**config.mk**
```make
export PLATFORM = sky130hd
export DESIGN_NAME = fetch_frontend
export DESIGN_NICKNAME = d
export VERILOG_FILES = /design/src/logic/fetch_pkg.sv /design/src/logic/branch_target_buffer.sv /design/src/logic/if2_predecoder.sv /design/src/logic/fetch_pc_gen.sv /design/src/logic/fetch_frontend.sv
export VERILOG_INCLUDE_DIRS = /design/src /design/src/logic
export SDC_FILE = /design/constraint.sdc
export NUM_CORES = 2
export LEC_CHECK = 0
export BUFFER_PORTS_ARGS = -buffer_cell sky130_fd_sc_hd__clkbuf_2
export CORE_MARGIN = 4
export CORE_UTILIZATION = 40
export DETAILED_ROUTE_END_ITERATION = 7
export GPL_ROUTABILITY_DRIVEN = 0
export PLACE_DENSITY = 0.55
export SYNTH_ARGS = -nofsm -noshare
export SYNTH_HDL_FRONTEND = slang
export SYNTH_SLANG_ARGS = --single-unit
```
**constraint.sdc**
```tcl
create_clock -name clk -period 28 [get_ports clk]
set_clock_uncertainty 0.1 [all_clocks]
set_input_delay 4.2 -clock clk [delete_from_list [all_inputs] [get_ports clk]]
set_output_delay 4.2 -clock clk [all_outputs]
set_load 0.01 [all_outputs]
```
**src/logic/fetch_cfg.svh**
```systemverilog
`ifndef FETCH_CFG_SVH
`define FETCH_CFG_SVH

////////////////////////////////////////
// fetch front end build options
////////////////////////////////////////

// first fetch address out of reset
// boot ROM window of the core
`define FETCH_RESET_PC 32'h1c00_0000

// btb index bits, taken from pc[IDX+1:2]
// 6 gives 64 entries
`define BTB_IDX_W 6

// btb tag bits, taken right above the index
// aliasing beyond this is accepted, the predecoder
// catches it in IF2 anyway
`define BTB_TAG_W 8

// pc bits 1:0 are always zero for 32-bit words
// and never reach the btb

`endif

```
**src/logic/fetch_pkg.sv**
```systemverilog
package fetch_pkg;

    ////////////////////////////////////////
    // branch classes and opcodes
    ////////////////////////////////////////

    // branch class seen by btb and predecoder
    // direct_cond also covers plain b
    typedef enum logic [1:0] {
        br_none        = 2'b00,
        br_direct_cond = 2'b01,
        br_call        = 2'b10,
        br_jirl        = 2'b11
    } br_type_e;

    // major opcode, inst[31:26]
    typedef enum logic [5:0] {
        op_jirl = 6'h13,
        op_b    = 6'h14,
        op_bl   = 6'h15,
        op_beq  = 6'h16,
        op_bne  = 6'h17,
        op_blt  = 6'h18,
        op_bge  = 6'h19,
        op_bltu = 6'h1a,
        op_bgeu = 6'h1b
    } br_opcode_e;

    ////////////////////////////////////////
    // pipeline payloads
    ////////////////////////////////////////

    // predicted class and next pc, 34 bits
    typedef struct packed {
        br_type_e    br_type;
        logic [31:0] target;
    } br_pred_t;

    // IF1 -> IF2 register contents
    typedef struct packed {
        logic        valid;
        logic [31:0] pc;
        logic [31:0] pc_plus_4;
        br_pred_t    pred;
    } if2_slot_t;

    // redirect from IF2, also the btb training write
    typedef struct packed {
        logic        valid;
        logic [31:0] pc;
        br_type_e    br_type;
        logic [31:0] target;
    } redirect_t;

endpackage

```
**src/logic/branch_target_buffer.sv**
```systemverilog
`timescale 1ns/1ps
`include "fetch_cfg.svh"

module branch_target_buffer (
    input  logic                 clk,
    input  logic                 rst_n,
    input  logic                 stall,
    input  logic [31:0]          lookup_pc,
    input  fetch_pkg::redirect_t redirect,
    output fetch_pkg::br_pred_t  pred
);

    localparam int IDX_W   = `BTB_IDX_W;
    localparam int TAG_W   = `BTB_TAG_W;
    localparam int ENTRIES = 1 << IDX_W;
    // lowest tag bit, right above the index
    localparam int TAG_LO  = IDX_W + 2;

    // one table line, valid bit kept apart
    typedef struct packed {
        logic [TAG_W-1:0]    tag;
        fetch_pkg::br_type_e br_type;
        logic [31:0]         target;
    } btb_entry_t;

    btb_entry_t         entry_mem [ENTRIES];
    logic [ENTRIES-1:0] entry_valid;

    logic [IDX_W-1:0]   rd_idx;
    logic [TAG_W-1:0]   rd_tag;
    logic [IDX_W-1:0]   wr_idx;
    logic [TAG_W-1:0]   wr_tag;
    logic               wr_en;
    logic               hit;
    btb_entry_t         rd_entry;

    ////////////////////////////////////////
    // lookup, same cycle as fetch pc
    ////////////////////////////////////////

    // split fetch pc into index and tag
    assign rd_idx   = lookup_pc[TAG_LO-1:2];
    assign rd_tag   = lookup_pc[TAG_LO+TAG_W-1:TAG_LO];
    assign rd_entry = entry_mem[rd_idx];

    // valid line with matching tag
    assign hit = entry_valid[rd_idx] && (rd_entry.tag == rd_tag);

    // miss looks like a plain sequential fetch
    always_comb begin
        if (hit) begin
            pred.br_type = rd_entry.br_type;
            pred.target  = rd_entry.target;
        end else begin
            pred.br_type = fetch_pkg::br_none;
            pred.target  = lookup_pc + 32'd4;
        end
    end

    ////////////////////////////////////////
    // training from the IF2 redirect
    ////////////////////////////////////////

    // line addressed by the IF2 pc that flushed
    assign wr_idx = redirect.pc[TAG_LO-1:2];
    assign wr_tag = redirect.pc[TAG_LO+TAG_W-1:TAG_LO];

    // write lands on the same edge the redirect is taken
    assign wr_en = redirect.valid && !stall;

    // valid bits
    // br_none training drops the line
    always_ff @(posedge clk) begin
        if (!rst_n) begin
            entry_valid <= '0;
        end else if (wr_en) begin
            entry_valid[wr_idx] <= (redirect.br_type != fetch_pkg::br_none);
        end
    end

    // tag, class and target
    always_ff @(posedge clk) begin
        if (wr_en) begin
            entry_mem[wr_idx].tag     <= wr_tag;
            entry_mem[wr_idx].br_type <= redirect.br_type;
            entry_mem[wr_idx].target  <= redirect.target;
        end
    end

endmodule

```
**src/logic/if2_predecoder.sv**
```systemverilog
`timescale 1ns/1ps

module if2_predecoder (
    input  fetch_pkg::if2_slot_t slot,
    input  logic [31:0]          inst,
    output fetch_pkg::redirect_t redirect
);

    fetch_pkg::br_opcode_e opcode;
    fetch_pkg::br_type_e   dec_type;

    logic        is_cond;
    logic        is_direct;
    logic        is_jirl;
    logic [31:0] offs16;
    logic [31:0] offs26;
    logic [31:0] calc_target;
    logic        type_ok;
    logic        target_ok;
    logic        pred_seq;
    logic        flush;
    logic [31:0] fixed_pc;

    ////////////////////////////////////////
    // decode
    ////////////////////////////////////////

    assign opcode = fetch_pkg::br_opcode_e'(inst[31:26]);

    // class flags and branch type
    always_comb begin
        is_cond   = 1'b0;
        is_direct = 1'b0;
        is_jirl   = 1'b0;
        dec_type  = fetch_pkg::br_none;
        case (opcode)
            fetch_pkg::op_beq,
            fetch_pkg::op_bne,
            fetch_pkg::op_blt,
            fetch_pkg::op_bge,
            fetch_pkg::op_bltu,
            fetch_pkg::op_bgeu: begin
                is_cond  = 1'b1;
                dec_type = fetch_pkg::br_direct_cond;
            end
            // plain b shares the cond class
            fetch_pkg::op_b: begin
                is_direct = 1'b1;
                dec_type  = fetch_pkg::br_direct_cond;
            end
            fetch_pkg::op_bl: begin
                is_direct = 1'b1;
                dec_type  = fetch_pkg::br_call;
            end
            fetch_pkg::op_jirl: begin
                is_jirl  = 1'b1;
                dec_type = fetch_pkg::br_jirl;
            end
            default: begin
                dec_type = fetch_pkg::br_none;
            end
        endcase
    end

    // offs16 in 25:10, offs26 high part in 9:0
    assign offs16 = {{14{inst[25]}}, inst[25:10], 2'b00};
    assign offs26 = {{4{inst[9]}}, inst[9:0], inst[25:10], 2'b00};

    // pc-relative target, meaningless for jirl
    assign calc_target = slot.pc + (is_direct ? offs26 : offs16);

    ////////////////////////////////////////
    // prediction check
    ////////////////////////////////////////

    assign type_ok   = (dec_type == slot.pred.br_type);
    assign target_ok = (calc_target == slot.pred.target);
    assign pred_seq  = (slot.pred.target == slot.pc_plus_4);

    always_comb begin
        if (!slot.valid) begin
            flush = 1'b0;
        end else if (!type_ok) begin
            // wrong class always refetches
            flush = 1'b1;
        end else if (is_direct) begin
            flush = !target_ok;
        end else if (pred_seq || is_jirl) begin
            // fall-through guess, or jirl left to execute
            flush = 1'b0;
        end else begin
            flush = !target_ok;
        end
    end

    // corrected pc
    // cond on flush: backward taken, forward not taken
    always_comb begin
        if (is_direct) begin
            fixed_pc = calc_target;
        end else if (is_jirl) begin
            fixed_pc = slot.pred.target;
        end else if (flush) begin
            fixed_pc = (is_cond && (calc_target < slot.pc)) ? calc_target : slot.pc_plus_4;
        end else begin
            fixed_pc = slot.pred.target;
        end
    end

    // redirect doubles as the btb write
    always_comb begin
        redirect.valid   = flush;
        redirect.pc      = slot.pc;
        redirect.br_type = dec_type;
        redirect.target  = fixed_pc;
    end

endmodule

```
**src/logic/fetch_pc_gen.sv**
```systemverilog
`timescale 1ns/1ps
`include "fetch_cfg.svh"

module fetch_pc_gen (
    input  logic                 clk,
    input  logic                 rst_n,
    input  logic                 stall,
    input  fetch_pkg::br_pred_t  pred,
    input  fetch_pkg::redirect_t redirect,
    output logic [31:0]          fetch_pc,
    output fetch_pkg::if2_slot_t slot
);

    logic [31:0] pc_plus_4;
    logic [31:0] next_pc;
    logic        pred_taken;

    ////////////////////////////////////////
    // IF1 next pc
    ////////////////////////////////////////

    assign pc_plus_4 = fetch_pc + 32'd4;

    // btb miss already arrives as br_none
    assign pred_taken = (pred.br_type != fetch_pkg::br_none);

    // redirect wins over the btb guess
    always_comb begin
        if (redirect.valid) begin
            next_pc = redirect.target;
        end else if (pred_taken) begin
            next_pc = pred.target;
        end else begin
            next_pc = pc_plus_4;
        end
    end

    // fetch pc, doubles as imem address
    // stall holds it, imem keeps the same word
    always_ff @(posedge clk) begin
        if (!rst_n) begin
            fetch_pc <= `FETCH_RESET_PC;
        end else if (!stall) begin
            fetch_pc <= next_pc;
        end
    end

    ////////////////////////////////////////
    // IF1 -> IF2 register
    ////////////////////////////////////////

    // valid follows the fetch, killed by redirect
    // the word fetched under a redirect is wrong path
    always_ff @(posedge clk) begin
        if (!rst_n) begin
            slot.valid <= 1'b0;
        end else if (!stall) begin
            slot.valid <= !redirect.valid;
        end
    end

    // pc and prediction ride along with the word
    // imem data itself arrives next cycle, not stored here
    always_ff @(posedge clk) begin
        if (!stall) begin
            slot.pc        <= fetch_pc;
            slot.pc_plus_4 <= pc_plus_4;
            slot.pred      <= pred;
        end
    end

endmodule

```
**src/logic/fetch_frontend.sv**
```systemverilog
`timescale 1ns/1ps

module fetch_frontend (
    input  logic        clk,
    input  logic        rst_n,
    input  logic        stall,
    input  logic [31:0] imem_rdata,
    output logic [31:0] imem_addr,
    output logic        if2_valid,
    output logic [31:0] if2_pc,
    output logic [31:0] if2_ir,
    output logic        redirect_valid,
    output logic [31:0] redirect_pc
);

    fetch_pkg::br_pred_t  pred;
    fetch_pkg::if2_slot_t slot;
    fetch_pkg::redirect_t redirect;

    ////////////////////////////////////////
    // IF1, pc and btb
    ////////////////////////////////////////

    // fetch pc drives imem directly
    fetch_pc_gen u_pc_gen (
        .clk      (clk),
        .rst_n    (rst_n),
        .stall    (stall),
        .pred     (pred),
        .redirect (redirect),
        .fetch_pc (imem_addr),
        .slot     (slot)
    );

    branch_target_buffer u_btb (
        .clk       (clk),
        .rst_n     (rst_n),
        .stall     (stall),
        .lookup_pc (imem_addr),
        .redirect  (redirect),
        .pred      (pred)
    );

    ////////////////////////////////////////
    // IF2, predecode
    ////////////////////////////////////////

    if2_predecoder u_predec (
        .slot     (slot),
        .inst     (imem_rdata),
        .redirect (redirect)
    );

    // flat view for the decode stage
    assign if2_valid      = slot.valid;
    assign if2_pc         = slot.pc;
    assign if2_ir         = imem_rdata;
    assign redirect_valid = redirect.valid;
    assign redirect_pc    = redirect.target;

endmodule

```
### Word level (Yosys, flattened, before mapping)

Memories as Yosys holds them, arrays and structs flattened. A register that Yosys moved wholly into a read port is not among the register bits.
Cells that the tools add are included.

| cells by class | value |
|---|---|
| $add $sub $neg | 2 |
| $lt $le $gt $ge | 4 |
| equal/unequal tests | 13 |
| mux-type cells | 25 |
| reductions and logical operators | 13 |

Operators by type and width:

| kind | count |
|---|---|
| 2-to-1 mux 32 bit | 7 |
| bitwise mux 64 bit | 1 |
| equality test 32 bit | 2 |
| equality test 6 x 5 -> 1 bit, second input constant | 9 |
| 2-to-1 mux 34 bit | 1 |
| adder 32 x 3 -> 32 bit, second input constant | 1 |
| adder 32 bit | 1 |
| < comparator 32 bit | 1 |
| < comparator 6 x 7 -> 1 bit, second input constant | 2 |
| 2-to-1 mux 6 bit | 2 |
| 2-to-1 mux 1 bit | 11 |
| equality test 8 bit | 1 |
| OR reduction 7 bit | 1 |
| binary-select mux 1 bit (select 6 bit) | 1 |
| demux 1 bit (select 6 bit) | 1 |
| >= comparator 6 x 1 -> 1 bit, second input constant | 1 |
| one-hot mux 2 bit (3 select lines) | 1 |
| OR reduction 6 bit | 1 |
| logical AND 1 bit | 4 |
| nonzero test 2 bit | 2 |
| zero test 1 bit | 3 |
| equality test 2 bit | 1 |
| OR reduction 2 bit | 1 |
| logical OR 1 bit | 1 |

| word-level totals | value |
|---|---|
| register bits after elaboration | 195 |
| RAM bits | 2,688 |
| bits of input ports | 35 |
| output and inout bits | 130 |
| memories | 1 |

Memory list:

| memory | depth | width | read ports | clocked after memory_dff | wr ports | RTL line | text |
|---|---|---|---|---|---|---|---|
| u_btb.entry_mem | 64 | 42 | 1 | 1 | 1 | branch_target_buffer.sv:26 | `btb_entry_t entry_mem [ENTRIES];` |

### Longest topological paths before layout

| depth | value |
|---|---|
| depth in word-level cells | 17 |
| depth in mapped cells | 31 |
| gate-level depth less buffers | 24 |

### Hierarchy

From an unflattened synthesis, not the netlist that was laid out.

| second synthesis, totals | value |
|---|---|
| cells, all modules | 5,664 |
| area total of the unflattened synthesis | 117,221.2 µm² |

By module, submodules not included:

| module | instances | cells an instance | area each (µm²) | sequential area each (µm²) |
|---|---|---|---|---|
| branch_target_buffer | 1 | 4,402 | 106,043.0 | 81,998.6 |
| fetch_pc_gen | 1 | 476 | 5,554.1 | 3,543.4 |
| if2_predecoder | 1 | 754 | 5,383.9 | 0.0 |
| fetch_frontend | 1 | 32 | 240.2 | 0.0 |

### Worst setup path before layout

No wires, ideal clock.

| timing path | value |
|---|---|
| path kind | input -> output |
| from | input imem_rdata[30] |
| to | output redirect_pc[28] |
| arrival time | 12,941 ps |
| data required time | 23,700 ps |
| path slack | 10,759 ps |
| stages on the path | 25 |
| buffers on the path | 6 |
| cells stage by stage | nor2b_1 > nand2_1 > nor3b_1 > clkbuf_1 > clkbuf_1 > buf_1 > a21o_1 > ha_1 > buf_2 > a21oi_1 > o21ai_0 > a21oi_1 > a21boi_0 > xnor2_1 > ha_1 > a21oi_1 > o21ai_0 > a31o_2 > or4_1 > a21oi_1 > nor2_1 > clkbuf_1 > nor4b_1 > a311oi_1 > buf_4 |

RTL lines:

| item | RTL line | text |
|---|---|---|
| start: declaration | fetch_frontend.sv:7 | `input logic [31:0] imem_rdata,` |
| end: declaration | fetch_frontend.sv:13 | `output logic [31:0] redirect_pc` |

### Final worst setup path

| timing path | value |
|---|---|
| from | input imem_rdata[29] |
| to | output redirect_pc[21] |

| on the way | value |
|---|---|
| cells in the longest elaborated chain, start to end | 14 |
| elaborated cells between the ends (all ways) | 32 |
| classes of those cells | add/sub (1); order compare (1); eq/ne (11); mux (13); reduce/logical (6) |

RTL lines:

| item | RTL line | text |
|---|---|---|
| branches (longest 13 deep; another with adder 32 bit) | - |  |
| 2-to-1 mux 32 bit (*) | if2_predecoder.sv:99 | `if (is_direct) begin` |

Mark *: on every way between the ends.

==> metrics.log <==
[metrics] status: completed
[metrics] width of the die: 548 um
[metrics] post-placement worst setup slack: 11.66 ns
[metrics] setup violation total in the final timing report: 0
[metrics] remaining max-slew budget at the tightest pin: 9.18%
[metrics] crit path buf inv count: 5
[metrics] Post-Syn Instances: 5,527
[metrics] internal power contribution: 0.00746 W
[metrics] Yosys top cell by area: sky130_fd_sc_hd__edfxtp_1
[metrics] most frequent cells in the layout: sky130_fd_sc_hd__edfxtp_1 (2,784), sky130_fd_sc_hd__mux4_2 (864), sky130_fd_sc_hd__clkbuf_16 (317), sky130_fd_sc_hd__buf_4 (216), sky130_fd_sc_hd__nand2_1 (208)
[metrics] total net switching power: 0.00227 W
[metrics] predominant post-synthesis flop cell: sky130_fd_sc_hd__edfxtp_1
[metrics] remaining global-route overflow: 0
[metrics] adder-cell area share of the yosys netlist: 0.662%
[metrics] mean instance size in the synthesized netlist: 21.1 sq um
[metrics] most common cell after layout, fill and taps aside: sky130_fd_sc_hd__edfxtp_1
[metrics] first-pass GRT wire length: 511,000 um
[metrics] combined global-route utilization of all metal layers: 24.6%
[metrics] fraction of power consumed by the clock network: 40.6%
[metrics] Final Net Count: 5,931
[metrics] Root Buffer Master: sky130_fd_sc_hd__clkbuf_16
[metrics] minimum period implied by the final worst setup slack: 16.68 ns
[metrics] total of buffers placed on input and output ports: 164
[metrics] number of failing hold endpoints at the final stage: 0
[metrics] vias: 61,200
[metrics] TritonCTS clock tree: yes
[metrics] number of global-route vias before repair: 60,000
[metrics] worst hold path depth: 2
[metrics] YS warnings: 0
[metrics] share of the synthesized netlist area taken by xor and xnor gates: 1.01%
[metrics] post-layout worst setup margin: 11.32 ns
[metrics] share of the synthesized area in the top cell type: 71.8%
[metrics] library cell appearing most often on the critical path: sky130_fd_sc_hd__buf_4
[metrics] Max rail drop VDD: 0.0396 mV
[metrics] path depth of the worst reg2reg path: 15
[metrics] antenna violations before repair: 24
[metrics] fraction of the mapped netlist area in simple logic gates: 2.57%
[metrics] die outline height: 548 um
[metrics] Syn-to-layout area delta: 13.6%
[metrics] core utilization of the finished layout: 45.8%
[metrics] Post-CTS Hold Fix Bufs: 0
[metrics] setup repair after global routing missed its margin: false
[metrics] path category of the worst min-delay check: register to register
[metrics] fraction of final layout cells sized beyond drive strength 1: 30.3%
[metrics] area of the core: 0.289 sq mm
[metrics] mux cell area share after synthesis: 18.1%
[metrics] startpoint types: input pin
[metrics] number of filler cells placed in the layout: 24,300
[metrics] WL per Instance: 37.7 um
[metrics] # Post-CTS Setup Buffers: 0
[metrics] required arrival time at the worst endpoint: 23.70 ns
[metrics] crit share post-route: 59.6%
[metrics] CTS Buffer Depth: 4
[metrics] Die Area: 0.300 sq mm
[metrics] top post-synthesis cells by area: sky130_fd_sc_hd__edfxtp_1 (72%), sky130_fd_sc_hd__mux4_2 (17%), sky130_fd_sc_hd__dfxtp_1 (1.8%)
[metrics] register-to-register setup slack: 19.84 ns
[metrics] switching share of total power: 23.4%
[metrics] synthesized-area fraction occupied by ao, oa, aoi and oai cells: 2.22%
[metrics] min-delay src: u_btb.entry_valid[34]$_SDFFE_PN0P_
[metrics] final sum of negative setup slack: 0 ns
[metrics] antenna viol nets, final: 0
[metrics] EDFF count, synth: 2,784
[metrics] final routed wirelength across all metal layers: 375,000 um
[metrics] DRC errors left: 0
[metrics] mapped cell area: 0.116 sq mm
[metrics] Inserted Clock Buffers: 310
[metrics] vias per cell: 6.15
[metrics] number of instances resized during post-cts repair: 0
[metrics] number of violations reported at the end of detailed-routing iteration 0: 8,753
[metrics] leakage component of the power: 40.9 nW
[metrics] maximum number of pins on one net before global-route repair: 118
[metrics] combinational share of power: 9.4%
[metrics] Crit Path Max Fanout: 66
[metrics] total power: 0.00973 W
[metrics] initial cell density of the core: 40.3%
[metrics] largest family of logic cells by synthesized area: multiplexers
[metrics] final worst hold slack: 0.355 ns
[metrics] pins over their slew limit: 0
[metrics] post-detailed-placement half-perimeter wirelength: 216,000 um
[metrics] share of async-settable or async-resettable flops after synthesis: 0%
[metrics] Max stage delay on crit path: 0.85 ns
[metrics] Least-Margin Pin Slew: 1.36 ns
[metrics] Core Rows: 197
[metrics] Top Ports: 165
[metrics] source-to-sink clock delay at the later pin of the worst-skew pair: 0.87 ns
[metrics] post-synthesis sequential element count: 2,887
[metrics] Critical Path Slowest Stage Cell: sky130_fd_sc_hd__a21oi_2
[metrics] sequential element share of the synthesized area: 73.6%
[metrics] H-tree levels: 5
[metrics] clock slew at reported path FFs: 0.06 ns
[metrics] Reg power frac: 49.9%
[metrics] sort of element at the end of the critical path: output pin
[metrics] Cell variety after synth: 90
[metrics] power density over the cells: 73.6 mW/mm^2
[metrics] net count after synthesis: 5,623
[metrics] count of clock tree sinks: 2,887
[metrics] Max Freq: 59.9 MHz
[metrics] data arrival time of the critical path: 12.38 ns
[metrics] CP Class: input pin to output pin
[metrics] critical path's top delay family: simple AND/OR/NAND/NOR gates
[metrics] number of detailed-routing iterations run before antenna repair: 7
[metrics] terminating pin of the worst hold path: u_btb.entry_valid[34]$_SDFFE_PN0P_
[metrics] count of maximum capacitance violations: 0
## registers in the layout (all words and copies together) (netlist names), named ones only
signal / cells
u_btb.entry_valid: 64
u_pc_gen.slot: 97
u_pc_gen.fetch_pc: 32
u_btb.entry_mem: 2688
## tightest hold or removal path: cells and delay by family, from the launching register on
family	cells	cell delay [ns]
multiplexers	1	0.05
AND/OR/NAND/NOR	1	0.05
flip-flops	1	0.30
## cell families (layout without fill, tap and decap cells)
| family | count (synthesis) | after routing |
|---|---|---|
| adder cells (fa/ha/maj) | 61 | 61 |
| AO/OA/AOI/OAI | 363 | 363 |
| AND/OR/NAND/NOR | 616 | 616 |
| flip-flops | 2887 | 2887 |
| other | 0 | 5 |
| multiplexers | 1025 | 1025 |
| XOR/XNOR | 129 | 129 |
| buffers and inverters | 446 | 990 |
## stage by stage
step	area, sq um	std cells
final	132000	9956
after global routing	132000	9954
after CTS	132000	9951
after detailed placement	123000	9403
after global placement	123000	9403
after floorplan	116000	5527
## worst max-delay path by stage
| stage | start | endpoint | depth (start not counted) |
|---|---|---|---|
| 3_5_place_dp | imem_rdata[30] | redirect_pc[9] | 26 |
| 4_1_cts | imem_rdata[30] | redirect_pc[9] | 26 |
| 5_1_grt | imem_rdata[30] | redirect_pc[9] | 26 |
| 3_3_place_gp | imem_rdata[30] | redirect_pc[9] | 26 |
| 6_report | imem_rdata[29] | redirect_pc[21] | 25 |
| 2_1_floorplan | imem_rdata[30] | redirect_pc[28] | 25 |
## area by class of cell
class                           count  area, sq um  share of cell area, %
Clock buffer                      397         8280                   6.26
Clock inverter                    151         1350                   1.02
Tap cell                         3880         4850                   3.67
Multi-Input combinational cell   2194        29300                   22.2
Inverter                           55          211                  0.160
Antenna cell                        5         12.5                0.00946
Timing Repair Buffer              387         2580                   1.95
Sequential cell                  2887        85700                   64.8
## cell usage after synthesis, drive strengths merged, types with 12 or more instances
| master | n |
|---|---|
| o221a | 12 |
| mux2i | 126 |
| buf | 222 |
| a21o | 29 |
| nand3 | 54 |
| mux4 | 864 |
| ha | 60 |
| nor2b | 14 |
| nand2 | 208 |
| clkbuf | 169 |
| a221o | 26 |
| edfxtp | 2784 |
| dfxtp | 103 |
| and3 | 16 |
| nor2 | 153 |
| and2 | 16 |
| nor4 | 14 |
| nor4b | 15 |
| xnor2 | 97 |
| nand4 | 36 |
| xor2 | 29 |
| nor3 | 26 |
| a211oi | 25 |
| or3 | 14 |
| inv | 54 |
| mux2 | 35 |
| a21oi | 93 |
| o21ai | 69 |
## power by group through the flow
stage          Clock [W]  Sequential [W]  Combinational [W]
2_1_floorplan          0         0.00494           0.000609
3_3_place_gp           0         0.00495           0.000912
3_5_place_dp           0         0.00495           0.000921
4_1_cts          0.00402         0.00486           0.000923
5_1_grt          0.00420         0.00486           0.000974
6_report         0.00396         0.00486           0.000916
## layer usage
metal	vias to the layer above	global-route usage, %	share of wire, %
met5	-	0	0.079
met4	6	8.23	3.9
met3	642	4.55	8.4
met2	3112	38.1	47
met1	33700	35.3	41
li1	23700	-	-
Power figures use the tool's default switching activity.
